### src/design/sens_io_params.svh
// ==========================================================
// widths, register map and control bit positions for the
// sensor receiver, included by the package and the RTL
// ==========================================================
`ifndef SENS_IO_PARAMS_SVH
`define SENS_IO_PARAMS_SVH

// pixel bus and line length
`define SENS_PXD_WIDTH        12  // sensor data pins
`define SENS_LINE_WIDTH_BITS  16  // width register and hact counter

// wishbone word address space
`define SENS_WB_ADR_BITS      3
`define SENS_REG_CTRL         3'd0  // set/clear pairs
`define SENS_REG_STATUS       3'd1  // alive flags, write clears
`define SENS_REG_WIDTH        3'd3  // 0 selects pad hact

// value bit of each ctrl pair, enable sits one bit up
`define SENS_CTRL_MRST        0
`define SENS_CTRL_ARST        2
`define SENS_CTRL_ARO         4

`define SENS_ALIVE_EXT_BITS   4  // external toggle inputs

`endif

### src/design/sens_io_pkg.sv
// ==========================================================
// packed types passed between the register block, the pixel
// path and the testbench
// ==========================================================
`include "sens_io_params.svh"

package sens_io_pkg;

    // one pixel bus sample
    typedef struct packed {
        logic                        vact;
        logic                        hact;
        logic [`SENS_PXD_WIDTH-1:0]  pxd;
    } sens_pix_t;

    // configuration from the register block to the pixel path
    typedef struct packed {
        logic                              line_rst;      // sensor held in reset
        logic                              use_pad_hact;  // width register is 0
        logic [`SENS_LINE_WIDTH_BITS-1:0]  line_width_m1;
    } sens_ctrl_t;

    // sticky activity flags, status register layout
    typedef struct packed {
        logic [`SENS_ALIVE_EXT_BITS-1:0]  ext;
        logic                             vact_alive;
        logic                             hact_pad_alive;
        logic                             hact_alive;
    } sens_alive_t;

    // wishbone classic master side
    typedef struct packed {
        logic                          cyc;
        logic                          stb;
        logic                          we;
        logic [`SENS_WB_ADR_BITS-1:0]  adr;
        logic [31:0]                   dat;
    } wb_req_t;

    // wishbone classic slave side
    typedef struct packed {
        logic         ack;
        logic [31:0]  dat;
    } wb_rsp_t;

endpackage

### src/design/sens_io_regs.sv
// ==========================================================
// wishbone classic slave with sensor control, line width and
// status registers; feeds config to the pixel path
// ==========================================================
`include "sens_io_params.svh"

module sens_io_regs (
    input  logic                      mclk,
    input  logic                      async_prst_with_sens_mrst,
    input  logic                      trigger_mode_i,  // triggered mode
    input  logic                      trig_i,          // per-sensor trigger
    input  sens_io_pkg::wb_req_t      wb_req_i,
    input  sens_io_pkg::sens_alive_t  alive_i,
    output sens_io_pkg::wb_rsp_t      wb_rsp_o,
    output sens_io_pkg::sens_ctrl_t   ctrl_o,
    output logic                      status_clr_o,    // one cycle on status write
    output logic                      mrst_o,
    output logic                      arst_o,
    output logic                      aro_o
);
    import sens_io_pkg::*;

    wb_rsp_t                          rsp_q;
    sens_ctrl_t                       ctrl;
    logic                             wb_acc;     // first cycle of a request
    logic                             wb_wr;
    logic                             set_ctrl;
    logic                             set_width;
    logic [31:0]                      rd_mux;
    logic                             mrst_r;
    logic                             arst_r;
    logic                             aro_soft;
    logic [`SENS_LINE_WIDTH_BITS-1:0] width_r;    // as written, 0 = pad hact

    // ack goes high the clock after the request, never two in a row
    assign wb_acc    = wb_req_i.cyc & wb_req_i.stb & ~rsp_q.ack;
    assign wb_wr     = wb_acc & wb_req_i.we;
    assign set_ctrl  = wb_wr && (wb_req_i.adr == `SENS_REG_CTRL);
    assign set_width = wb_wr && (wb_req_i.adr == `SENS_REG_WIDTH);

    // flags clear on the same edge that raises ack
    assign status_clr_o = wb_wr && (wb_req_i.adr == `SENS_REG_STATUS);

    always_comb begin
        rd_mux = '0;
        case (wb_req_i.adr)
            `SENS_REG_CTRL: begin
                rd_mux[`SENS_CTRL_MRST] = mrst_r;
                rd_mux[`SENS_CTRL_ARST] = arst_r;
                rd_mux[`SENS_CTRL_ARO]  = aro_soft;
            end
            `SENS_REG_STATUS: rd_mux = 32'(alive_i);
            `SENS_REG_WIDTH:  rd_mux[`SENS_LINE_WIDTH_BITS-1:0] = width_r;
            default:          rd_mux = '0; // unmapped reads as zero
        endcase
    end

    always_ff @(posedge mclk or posedge async_prst_with_sens_mrst) begin
        if (async_prst_with_sens_mrst) begin
            rsp_q    <= '0;
            mrst_r   <= 1'b0; // sensor starts in reset
            arst_r   <= 1'b0;
            aro_soft <= 1'b0;
            width_r  <= '0;
        end else begin
            rsp_q.ack <= wb_acc;
            if (wb_acc && !wb_req_i.we)
                rsp_q.dat <= rd_mux; // held while ack is high

            // enable bit one above each value bit
            if (set_ctrl && wb_req_i.dat[`SENS_CTRL_MRST + 1])
                mrst_r <= wb_req_i.dat[`SENS_CTRL_MRST];
            if (set_ctrl && wb_req_i.dat[`SENS_CTRL_ARST + 1])
                arst_r <= wb_req_i.dat[`SENS_CTRL_ARST];
            if (set_ctrl && wb_req_i.dat[`SENS_CTRL_ARO + 1])
                aro_soft <= wb_req_i.dat[`SENS_CTRL_ARO];

            if (set_width)
                width_r <= wb_req_i.dat[`SENS_LINE_WIDTH_BITS-1:0];
        end
    end

    always_comb begin
        ctrl.line_rst      = ~mrst_r;           // hold pixel path while mrst is low
        ctrl.use_pad_hact  = (width_r == '0);
        ctrl.line_width_m1 = width_r - `SENS_LINE_WIDTH_BITS'(1); // unused when 0
    end

    assign ctrl_o   = ctrl;
    assign wb_rsp_o = rsp_q;
    assign mrst_o   = mrst_r;
    assign arst_o   = arst_r;
    assign aro_o    = trigger_mode_i ? ~trig_i : aro_soft; // trigger overrides soft aro

endmodule

### src/design/sens_pixel_capture.sv
// ==========================================================
// registers the sensor pins once and flags rising HACT and
// VACT; held at zero while the sensor is in reset
// ==========================================================
`include "sens_io_params.svh"

module sens_pixel_capture (
    input  logic                        mclk,
    input  logic                        async_prst_with_sens_mrst,
    input  logic                        line_rst_i,    // sensor mrst active
    input  logic [`SENS_PXD_WIDTH-1:0]  pxd_i,
    input  logic                        vact_i,
    input  logic                        hact_i,
    output sens_io_pkg::sens_pix_t      pix_o,
    output logic                        hact_pad_rise_o,
    output logic                        vact_rise_o
);
    import sens_io_pkg::*;

    sens_pix_t pix_q;
    logic      hact_prev;   // pix_q.hact one clock back
    logic      vact_prev;

    always_ff @(posedge mclk or posedge async_prst_with_sens_mrst) begin
        if (async_prst_with_sens_mrst) begin
            pix_q     <= '0;
            hact_prev <= 1'b0;
            vact_prev <= 1'b0;
        end else if (line_rst_i) begin
            pix_q     <= '0; // sync hold
            hact_prev <= 1'b0;
            vact_prev <= 1'b0;
        end else begin
            pix_q     <= '{vact: vact_i, hact: hact_i, pxd: pxd_i};
            hact_prev <= pix_q.hact;
            vact_prev <= pix_q.vact;
        end
    end

    // high in the first cycle the registered level reads 1
    assign hact_pad_rise_o = pix_q.hact & ~hact_prev;
    assign vact_rise_o     = pix_q.vact & ~vact_prev;
    assign pix_o           = pix_q;

endmodule

### src/design/sens_hact_regen.sv
// ==========================================================
// second pixel stage: rebuilds HACT from the line width or
// passes the pad HACT, with pxd and vact kept aligned
// ==========================================================
`include "sens_io_params.svh"

module sens_hact_regen (
    input  logic                     mclk,
    input  logic                     async_prst_with_sens_mrst,
    input  sens_io_pkg::sens_ctrl_t  ctrl_i,
    input  sens_io_pkg::sens_pix_t   pix_i,           // from capture
    input  logic                     hact_pad_rise_i,
    output sens_io_pkg::sens_pix_t   pix_o,
    output logic                     hact_rise_o      // first cycle of output hact
);
    import sens_io_pkg::*;

    sens_pix_t                        pix_q;
    logic [`SENS_LINE_WIDTH_BITS-1:0] hact_cntr;  // cycles left after this one
    logic                             hact_d;
    logic                             hact_end;

    // pad mode follows the pad level, width mode runs the counter out
    assign hact_end = ctrl_i.use_pad_hact ? ~pix_i.hact : (hact_cntr == '0);

    always_ff @(posedge mclk or posedge async_prst_with_sens_mrst) begin
        if (async_prst_with_sens_mrst) begin
            pix_q     <= '0;
            hact_cntr <= '0;
            hact_d    <= 1'b0;
        end else if (ctrl_i.line_rst) begin
            pix_q     <= '0;
            hact_cntr <= '0;
            hact_d    <= 1'b0;
        end else begin
            pix_q.pxd  <= pix_i.pxd;  // same delay as hact
            pix_q.vact <= pix_i.vact;

            if (hact_pad_rise_i)
                pix_q.hact <= 1'b1;   // new line, restarts too
            else if (hact_end)
                pix_q.hact <= 1'b0;

            if (hact_pad_rise_i)
                hact_cntr <= ctrl_i.line_width_m1;
            else if (pix_q.hact && !ctrl_i.use_pad_hact)
                hact_cntr <= hact_cntr - `SENS_LINE_WIDTH_BITS'(1);

            hact_d <= pix_q.hact;
        end
    end

    assign hact_rise_o = pix_q.hact & ~hact_d;
    assign pix_o       = pix_q;

endmodule

### src/design/sens_alive_monitor.sv
// ==========================================================
// sticky activity flags for status readback, cleared by a
// write to the status register
// ==========================================================
`include "sens_io_params.svh"

module sens_alive_monitor (
    input  logic                             mclk,
    input  logic                             async_prst_with_sens_mrst,
    input  logic                             status_clr_i,
    input  logic                             vact_rise_i,
    input  logic                             hact_pad_rise_i,
    input  logic                             hact_rise_i,   // regenerated hact
    input  logic [`SENS_ALIVE_EXT_BITS-1:0]  alive_ext_i,   // single-cycle pulses
    output sens_io_pkg::sens_alive_t         alive_o
);
    import sens_io_pkg::*;

    sens_alive_t alive_q;

    always_ff @(posedge mclk or posedge async_prst_with_sens_mrst) begin
        if (async_prst_with_sens_mrst) begin
            alive_q <= '0;
        end else if (status_clr_i) begin
            alive_q <= '0; // clear wins over a same-cycle event
        end else begin
            if (vact_rise_i)
                alive_q.vact_alive <= 1'b1;
            if (hact_pad_rise_i)
                alive_q.hact_pad_alive <= 1'b1;
            if (hact_rise_i)
                alive_q.hact_alive <= 1'b1;
            alive_q.ext <= alive_q.ext | alive_ext_i; // accumulate pulses
        end
    end

    assign alive_o = alive_q;

endmodule

### src/design/sens_io_top.sv
// ==========================================================
// sensor receiver top: register block, two-stage pixel path
// and activity monitor, all on mclk
// ==========================================================
`include "sens_io_params.svh"

module sens_io_top (
    input  logic                             mclk,
    input  logic                             async_prst_with_sens_mrst,
    input  sens_io_pkg::wb_req_t             wb_req_i,
    input  logic                             trigger_mode_i,
    input  logic                             trig_i,
    input  logic [`SENS_PXD_WIDTH-1:0]       pxd_i,
    input  logic                             vact_i,
    input  logic                             hact_i,
    input  logic [`SENS_ALIVE_EXT_BITS-1:0]  alive_ext_i,
    output sens_io_pkg::wb_rsp_t             wb_rsp_o,
    output logic                             mrst_o,
    output logic                             arst_o,
    output logic                             aro_o,
    output logic [`SENS_PXD_WIDTH-1:0]       pxd_o,   // pins + 2 clocks
    output logic                             vact_o,
    output logic                             hact_o
);
    import sens_io_pkg::*;

    sens_ctrl_t  ctrl;
    sens_alive_t alive;
    sens_pix_t   cap_pix;        // after first register
    sens_pix_t   out_pix;        // after regen stage
    logic        status_clr;
    logic        hact_pad_rise;
    logic        vact_rise;
    logic        hact_rise;

    sens_io_regs sens_io_regs_i (
        .mclk                      (mclk),
        .async_prst_with_sens_mrst (async_prst_with_sens_mrst),
        .trigger_mode_i            (trigger_mode_i),
        .trig_i                    (trig_i),
        .wb_req_i                  (wb_req_i),
        .alive_i                   (alive),
        .wb_rsp_o                  (wb_rsp_o),
        .ctrl_o                    (ctrl),
        .status_clr_o              (status_clr),
        .mrst_o                    (mrst_o),
        .arst_o                    (arst_o),
        .aro_o                     (aro_o)
    );

    sens_pixel_capture sens_pixel_capture_i (
        .mclk                      (mclk),
        .async_prst_with_sens_mrst (async_prst_with_sens_mrst),
        .line_rst_i                (ctrl.line_rst),
        .pxd_i                     (pxd_i),
        .vact_i                    (vact_i),
        .hact_i                    (hact_i),
        .pix_o                     (cap_pix),
        .hact_pad_rise_o           (hact_pad_rise),
        .vact_rise_o               (vact_rise)
    );

    sens_hact_regen sens_hact_regen_i (
        .mclk                      (mclk),
        .async_prst_with_sens_mrst (async_prst_with_sens_mrst),
        .ctrl_i                    (ctrl),
        .pix_i                     (cap_pix),
        .hact_pad_rise_i           (hact_pad_rise),
        .pix_o                     (out_pix),
        .hact_rise_o               (hact_rise)
    );

    sens_alive_monitor sens_alive_monitor_i (
        .mclk                      (mclk),
        .async_prst_with_sens_mrst (async_prst_with_sens_mrst),
        .status_clr_i              (status_clr),
        .vact_rise_i               (vact_rise),
        .hact_pad_rise_i           (hact_pad_rise),
        .hact_rise_i               (hact_rise),
        .alive_ext_i               (alive_ext_i),
        .alive_o                   (alive)
    );

    assign pxd_o  = out_pix.pxd;
    assign vact_o = out_pix.vact;
    assign hact_o = out_pix.hact; // regenerated or pad hact

endmodule

### config.mk
export PLATFORM = sky130hd
export DESIGN_NAME = sens_io_top
export DESIGN_NICKNAME = d
export VERILOG_FILES = /design/src/design/sens_io_pkg.sv /design/src/design/sens_io_regs.sv /design/src/design/sens_pixel_capture.sv /design/src/design/sens_hact_regen.sv /design/src/design/sens_alive_monitor.sv /design/src/design/sens_io_top.sv
export VERILOG_INCLUDE_DIRS = /design/src /design/src/design
export SDC_FILE = /design/constraint.sdc
export NUM_CORES = 1
export LEC_CHECK = 0
export CAP_MARGIN = 15
export CORE_MARGIN = 8
export CORE_UTILIZATION = 40
export CTS_BUF_LIST = sky130_fd_sc_hd__clkbuf_4 sky130_fd_sc_hd__clkbuf_8
export CTS_CLUSTER_SIZE = 16
export DETAILED_ROUTE_END_ITERATION = 10
export DONT_BUFFER_PORTS = 1
export GPL_TIMING_DRIVEN = 0
export PLACE_DENSITY = 0.64
export SLEW_MARGIN = 10
export SYNTH_ARGS = -nofsm -noshare
export SYNTH_HDL_FRONTEND = slang
export SYNTH_SLANG_ARGS = --single-unit
### constraint.sdc
create_clock -name mclk -period 3.2 [get_ports mclk]
set_input_delay 0.96 -clock mclk [delete_from_list [all_inputs] [get_ports mclk]]
set_output_delay 0.96 -clock mclk [all_outputs]
set_load 0.005 [all_outputs]
==> impl_metrics.csv, run 1 <==
group,metric,value,unit
logic_synthesis,synth_area,4260,sq um
die,pin_count,110,
setup_path,startpoint_type,"register",
timing,rsz0062_at_grt,"no",
grt,grt_overflow_total,0,
timing,min_period,3.00,ns
timing,setup_violations,0,
drt,drt_iter0_markers,231,
grt,grt_pass1_vias,3093,
setup_path,critPathKind,"register to register",
layout,syn2layout_area_growth,12.4,%
grt,grt_pass1_wl,16.8,mm
setup_path,reg2reg_to,"sens_hact_regen_i.hact_cntr[14]",
timing,max_freq,333,MHz
placed_design,place_inst,567,
power,leakagePower,2.18,nW
setup_path,arrival,3.28,ns
placed_design,post-dp-hpwl,7.72,mm
power,p_per_area,549,nW/um^2
setup_path,reg2reg_depth,12,
clock_network,postCtsHoldBufs,0,
layout,drive_gt1_frac,0.172,
layout,num_antenna_cells,0,
setup_path,setup.worst_path.end,"sens_hact_regen_i.hact_cntr[14]",
drt,viasPerCell,5.22,
power,peakVddDrop,0.206,mV
placed_design,pre_cts_slack,-0.252,ns
die,initial_core_util,0.412,
logic_synthesis,synth-edff-count,0,
flow_run,cap_violations,0,
placed_design,numPortBuffers,0,
die,num_rows,37,
layout,final_cells,583,
clock_network,cts_tree,"done",
timing,finalHoldViolCount,0,
grt,antenna_found_initial,0,
logic_synthesis,yosys-top-cells-count,"dfrtp_1, nand2_1, nor2_1",
hold_path,hp-class,"register to register",
placed_design,gp_congestion,0.903,
clock_network,path_clk_slew,0.09,ns
drt,drcViolationCount,0,
clock_network,cts.path.max_buffers,2,
setup_path,regToRegSetupSlack,0.20,ns
setup_path,r2r-start,"sens_pixel_capture_i.pix_o[12]",
setup_path,critPathMaxFanout,10,
timing,tightestPinTransition,1.15,ns
clock_network,cts_root_buf,"clkbuf_8",
clock_network,worstSkewPairLatency,0.36,ns
layout,finish.net_count,503,
logic_synthesis,synthCells,414,
timing,finalWorstSetupSlack,0.201,ns
grt,grt_max_degree,37,
power,power.total,2.63,mW
layout,fillers,971,
timing,finClkSkew,0.00856,ns
setup_path,critPathRequiredTime,3.48,ns
logic_synthesis,synth_area_leaders,"dfrtp_1, mux2_2, and2_1",
grt,grtUsageTotal,0.147,
logic_synthesis,synth_top_cell_by_area,"dfrtp_1",
drt,post_drt_wl_per_cell,17.5,um
clock_network,cts_made_buffers,9,
logic_synthesis,synth.most_common_cell,"dfrtp_1",
drt,wirelength,10.2,mm
logic_synthesis,async_flop_share,1.00,
timing,maxSlewHeadroom,0.230,
logic_synthesis,synth-seq-cells,89,
logic_synthesis,syn_avg_cell_area,10.3,sq um
drt,firstDrtPassIters,4,
logic_synthesis,seq_area_frac_synth,0.523,
drt,vias,3045,
die,core-area,10300,sq um
status,status,"completed",
logic_synthesis,yosysUniqueCellTypes,53,
logic_synthesis,yosys_warnings,0,
die,die-area,14200,sq um
setup_path,startpoint,"sens_pixel_capture_i.pix_o[12]",
timing,finalCritPeriodShare,0.937,
logic_synthesis,synthFlopType,"dfrtp_1",
die,die_y,119,um
timing,tns,0,ns
die,die_w,119,um
setup_path,end_kind,"register",
timing,drv_slew,0,
clock_network,cts_max_level,3,
drt,detail-route-antenna-nets,0,
logic_synthesis,synth_largest_type_area_fraction,0.523,
clock_network,cts.sinks,89,
-- power breakdown --
group          leakage (nW)  switching, mW  internal (mW)  total (mW)
combinational         0.888          0.247          0.197       0.444
sequential             1.18          0.104           1.21        1.32
clock                 0.112          0.420          0.448       0.868
-- critical path, cell delays in order, from the launching register on --
cell	delay, ns
dfrtp_1	0.45
nor2b_1	0.23
buf_2	0.22
clkbuf_4	0.23
nand2_1	0.11
a21boi_0	0.20
ha_2	0.24
nand2b_1	0.13
nor3_2	0.22
o21bai_2	0.14
nor4_2	0.29
mux2_2	0.36
a21oi_1	0.12
-- metrics by stage --
stage                     hold WS [ns]  utilization  area, sq um
after floorplan                  0.434            -         4320
after global placement           0.438        0.435         4490
after detailed placement         0.440        0.438         4530
after CTS                        0.463        0.461         4760
after global routing             0.491        0.464         4790
final                            0.457        0.464         4790
-- flip-flops by register name (all words and copies together) (netlist names), 7 cells and up --
name / cells
sens_io_regs_i.wb_rsp_o: 17
sens_pixel_capture_i.pix_o: 14
sens_hact_regen_i.pix_o: 14
sens_io_regs_i.width_r: 16
sens_hact_regen_i.hact_cntr: 16
sens_alive_monitor_i.alive_o: 7
-- repair_timing --
| action | in CTS | in global routing |
|---|---|---|
| pin swaps | 0 | 1 |
| gates resized for setup | 3 | 7 |
| endpoints found under the setup margin | 4 | 3 |
| setup buffers | 0 | 0 |
-- cell usage in the layout, fill, tap and decap left out, drive strengths merged, types with 4 or more instances in the layout --
cell type  Yosys  layout
mux2i         12      12
nor3b          5       5
a22o           4       4
nand2         46      46
xnor2         10      10
inv            5       6
clkbuf        17      25
mux2          19      19
o21ai         25      25
dfrtp         89      89
a21oi         12      12
or4            4       4
buf           19      22
xor2           6       6
nor2          39      39
nor4           5       5
conb           1      16
nand2b         4       4
and2          28      28
or3            5       5
a22oi          4       4
nand3          6       6
nor3          14      14
-- logic make-up (layout without fill, tap and decap cells) --
group / count (synthesis) / after routing / synth area share
AOI/OAI and AO/OA: 68 / 68 / 0.106
adders and majority gates: 1 / 1 / 0.00294
xor gates and xnor gates: 16 / 16 / 0.0329
and+or+nand+nor: 166 / 166 / 0.198
muxes: 31 / 31 / 0.0785
buffers and inverters: 42 / 60 / 0.0576
DFF: 89 / 89 / 0.523
other: 1 / 16 / 0.000881
-- worst min path at each step --
stage / from / endpoint / slack (ns) / depth (start not counted)
floorplan: sens_pixel_capture_i.pix_o[0] / sens_hact_regen_i.pix_o[0] / 0.43 / 1
global placement: sens_pixel_capture_i.pix_o[7] / sens_hact_regen_i.pix_o[7] / 0.44 / 1
detailed placement: sens_pixel_capture_i.pix_o[11] / sens_hact_regen_i.pix_o[11] / 0.44 / 1
CTS: sens_pixel_capture_i.pix_o[11] / sens_hact_regen_i.pix_o[11] / 0.46 / 1
global route: sens_pixel_capture_i.pix_o[4] / sens_hact_regen_i.pix_o[4] / 0.49 / 1
finish: sens_pixel_capture_i.pix_o[7] / sens_hact_regen_i.pix_o[7] / 0.46 / 1
-- final cells by class --
| class | instances | area [sq um] | share of cell area |
|---|---|---|---|
| well taps | 136 | 170 | 0.0356 |
| inverters | 6 | 26.3 | 0.00549 |
| repair buffers | 2 | 40.0 | 0.00837 |
| flip-flops and latches | 89 | 2230 | 0.465 |
| multi-input cells | 298 | 1870 | 0.391 |
| clock buffers | 9 | 124 | 0.0259 |
| clock inverters | 7 | 101 | 0.0212 |
| plain buffers | 36 | 228 | 0.0476 |
-- metal layers --
layer	share of wire	vias to the layer above	global-route usage	wire, um
met3	0.079	11	0.0501	805
met5	0	-	0	0
met4	0.018	0	0.0522	181
li1	-	1451	-	-
met2	0.49	117	0.241	4990
met1	0.41	1466	0.176	4200
(Power assumes the default switching activity.)
==> run 2: changes to the inputs <==
--- a/config.mk
+++ b/config.mk
@@ -9,7 +9,7 @@
 export CAP_MARGIN = 15
 export CORE_MARGIN = 8
 export CORE_UTILIZATION = 40
-export CTS_BUF_LIST = sky130_fd_sc_hd__clkbuf_4 sky130_fd_sc_hd__clkbuf_8
+export CTS_BUF_LIST = sky130_fd_sc_hd__clkbuf_16
 export CTS_CLUSTER_SIZE = 16
 export DETAILED_ROUTE_END_ITERATION = 10
 export DONT_BUFFER_PORTS = 1
==> run 2 against run 1 <==
Clock skew down 0.0040 ns. Design area up 2.2%. Power up 11%. Worst hold slack worse by 0.0061 ns. Critical path type unchanged. Sequential power about the same. Register-to-register slack about the same. Critical path depth unchanged. Flip-flop and latch count unchanged. Clock-buffer cell count unchanged. Clock power up 31%. Via count up 0.62%. Critical endpoint unchanged. Non-clock buffer count unchanged. Largest cell class unchanged. Highest routed layer unchanged.
==> impl_metrics.csv, run 2 (synthesis results as in run 1) <==
group,metric,value,unit
die,die_w,119,um
timing,setup_violations,0,
drt,drt_iter0_markers,222,
timing,finalHoldViolCount,0,
setup_path,reg2reg_to,"sens_hact_regen_i.hact_cntr[14]",
clock_network,cts_tree,"done",
drt,viasPerCell,5.26,
timing,finalWorstSetupSlack,0.213,ns
timing,tightestPinTransition,0.682,ns
layout,num_antenna_cells,0,
timing,min_period,2.99,ns
drt,drcViolationCount,0,
hold_path,hp-class,"register to register",
placed_design,pre_cts_slack,-0.252,ns
power,leakagePower,2.23,nW
die,die-area,14200,sq um
hold_path,min-delay-start,"sens_pixel_capture_i.pix_o[7]",
timing,drv_slew,0,
clock_network,path_clk_slew,0.07,ns
timing,worst_hold_slack,0.451,ns
layout,largest_reg_flops,17,
grt,grt_pass1_wl,16.9,mm
layout,final_common_cell,"dfrtp_1",
status,status,"completed",
die,num_rows,37,
layout,drive_gt1_frac,0.174,
setup_path,regToRegSetupSlack,0.21,ns
grt,grt_max_degree,37,
setup_path,critPathMaxFanout,10,
drt,detail-route-antenna-nets,0,
grt,grt_pass1_vias,3121,
placed_design,gp_congestion,0.903,
power,p_per_area,595,nW/um^2
setup_path,critPathKind,"register to register",
grt,antenna_found_initial,0,
clock_network,cts_made_buffers,9,
timing,max_freq,335,MHz
timing,finalCritPeriodShare,0.933,
setup_path,reg2reg_depth,12,
clock_network,cts_root_buf,"clkbuf_16",
clock_network,cts_setup_buffers,0,
die,initial_core_util,0.412,
placed_design,numPortBuffers,0,
die,pin_count,110,
power,power.total,2.91,mW
grt,grtUsageTotal,0.147,
clock_network,worstSkewPairLatency,0.34,ns
clock_network,cts.path.max_buffers,2,
clock_network,cts_max_level,3,
power,peakVddDrop,0.310,mV
layout,syn2layout_area_growth,14.9,%
grt,grt_overflow_total,0,
setup_path,startpoint_type,"register",
layout,final_cell_mix,"dfrtp_1, nand2_1, nor2_1",
setup_path,critPathRequiredTime,3.46,ns
setup_path,arrival,3.24,ns
layout,utilization,0.474,
setup_path,end_kind,"register",
flow_run,cap_violations,0,
die,die_y,119,um
die,core-area,10300,sq um
drt,vias,3064,
setup_path,r2r-start,"sens_pixel_capture_i.pix_o[12]",
timing,finClkSkew,0.00452,ns
hold_path,whs_endpoint,"sens_hact_regen_i.pix_o[7]",
drt,post_drt_wl_per_cell,17.8,um
clock_network,cts.sinks,89,
timing,tns,0,ns
placed_design,post-dp-hpwl,7.72,mm
layout,finish.net_count,503,
drt,firstDrtPassIters,4,
drt,wirelength,10.4,mm
timing,rsz0062_at_grt,"no",
hold_path,min_path_cells,1,
timing,maxSlewHeadroom,0.543,
## run 2: what timing repair did
action | in CTS | in global routing
gates resized for setup | 3 | 8
setup endpoints to repair | 4 | 11
pin swaps | 0 | 2
hold buffers | 0 | 0
## run 2: where the power goes
group          leakage, nW  internal, mW  switching [mW]
logic                0.888         0.197           0.252
clock network        0.158         0.692           0.452
registers             1.18          1.21           0.105
total                 2.23          2.10           0.808
## run 2: layout make-up
| cell class | instances | area, sq um |
|---|---|---|
| fill | 956 | 5430 |
| sequential | 89 | 2230 |
| multi-input combinational | 298 | 1870 |
| buffer | 36 | 228 |
| clock buffer | 9 | 225 |
| tap | 136 | 170 |
| clock inverter | 7 | 101 |
| timing repair buffer | 2 | 40.0 |
| inverter | 6 | 26.3 |
## run 2: stage by stage
step	cell area, sq um	instances
final	4890	583
after global routing	4890	583
after CTS	4860	583
after detailed placement	4530	567
after global placement	4490	565
after floorplan	4320	429
## run 2: worst max path at each step
stage	slack, ns	start	end
6_report	0.21	sens_pixel_capture_i.pix_o[12]	sens_hact_regen_i.hact_cntr[14]
5_1_grt	0.03	sens_pixel_capture_i.pix_o[12]	sens_hact_regen_i.hact_cntr[14]
4_1_cts	0.02	sens_pixel_capture_i.pix_o[12]	sens_hact_regen_i.hact_cntr[14]
3_5_place_dp	-0.25	sens_pixel_capture_i.pix_o[12]	sens_hact_regen_i.hact_cntr[10]
3_3_place_gp	-0.21	sens_pixel_capture_i.pix_o[12]	sens_hact_regen_i.hact_cntr[14]
2_1_floorplan	0.40	wb_req_i[32]	sens_io_regs_i.width_r[0]
## run 2: worst max-delay path, stage by stage (launching register included)
cell	delay, ns
dfrtp_1	0.44
nor2b_1	0.22
buf_2	0.21
clkbuf_4	0.23
nand2_1	0.11
a21boi_0	0.19
ha_2	0.24
nand2b_1	0.13
nor3_2	0.22
o21bai_2	0.14
nor4_2	0.29
mux2_2	0.36
a21oi_1	0.12
## run 2: per-layer routing
| metal | global-route usage | up-vias | wire length (um) |
|---|---|---|---|
| met4 | 0.0561 | 0 | 223 |
| li1 | - | 1456 | - |
| met5 | 0 | - | 0 |
| met1 | 0.178 | 1453 | 4230 |
| met2 | 0.244 | 141 | 5060 |
| met3 | 0.0420 | 14 | 836 |
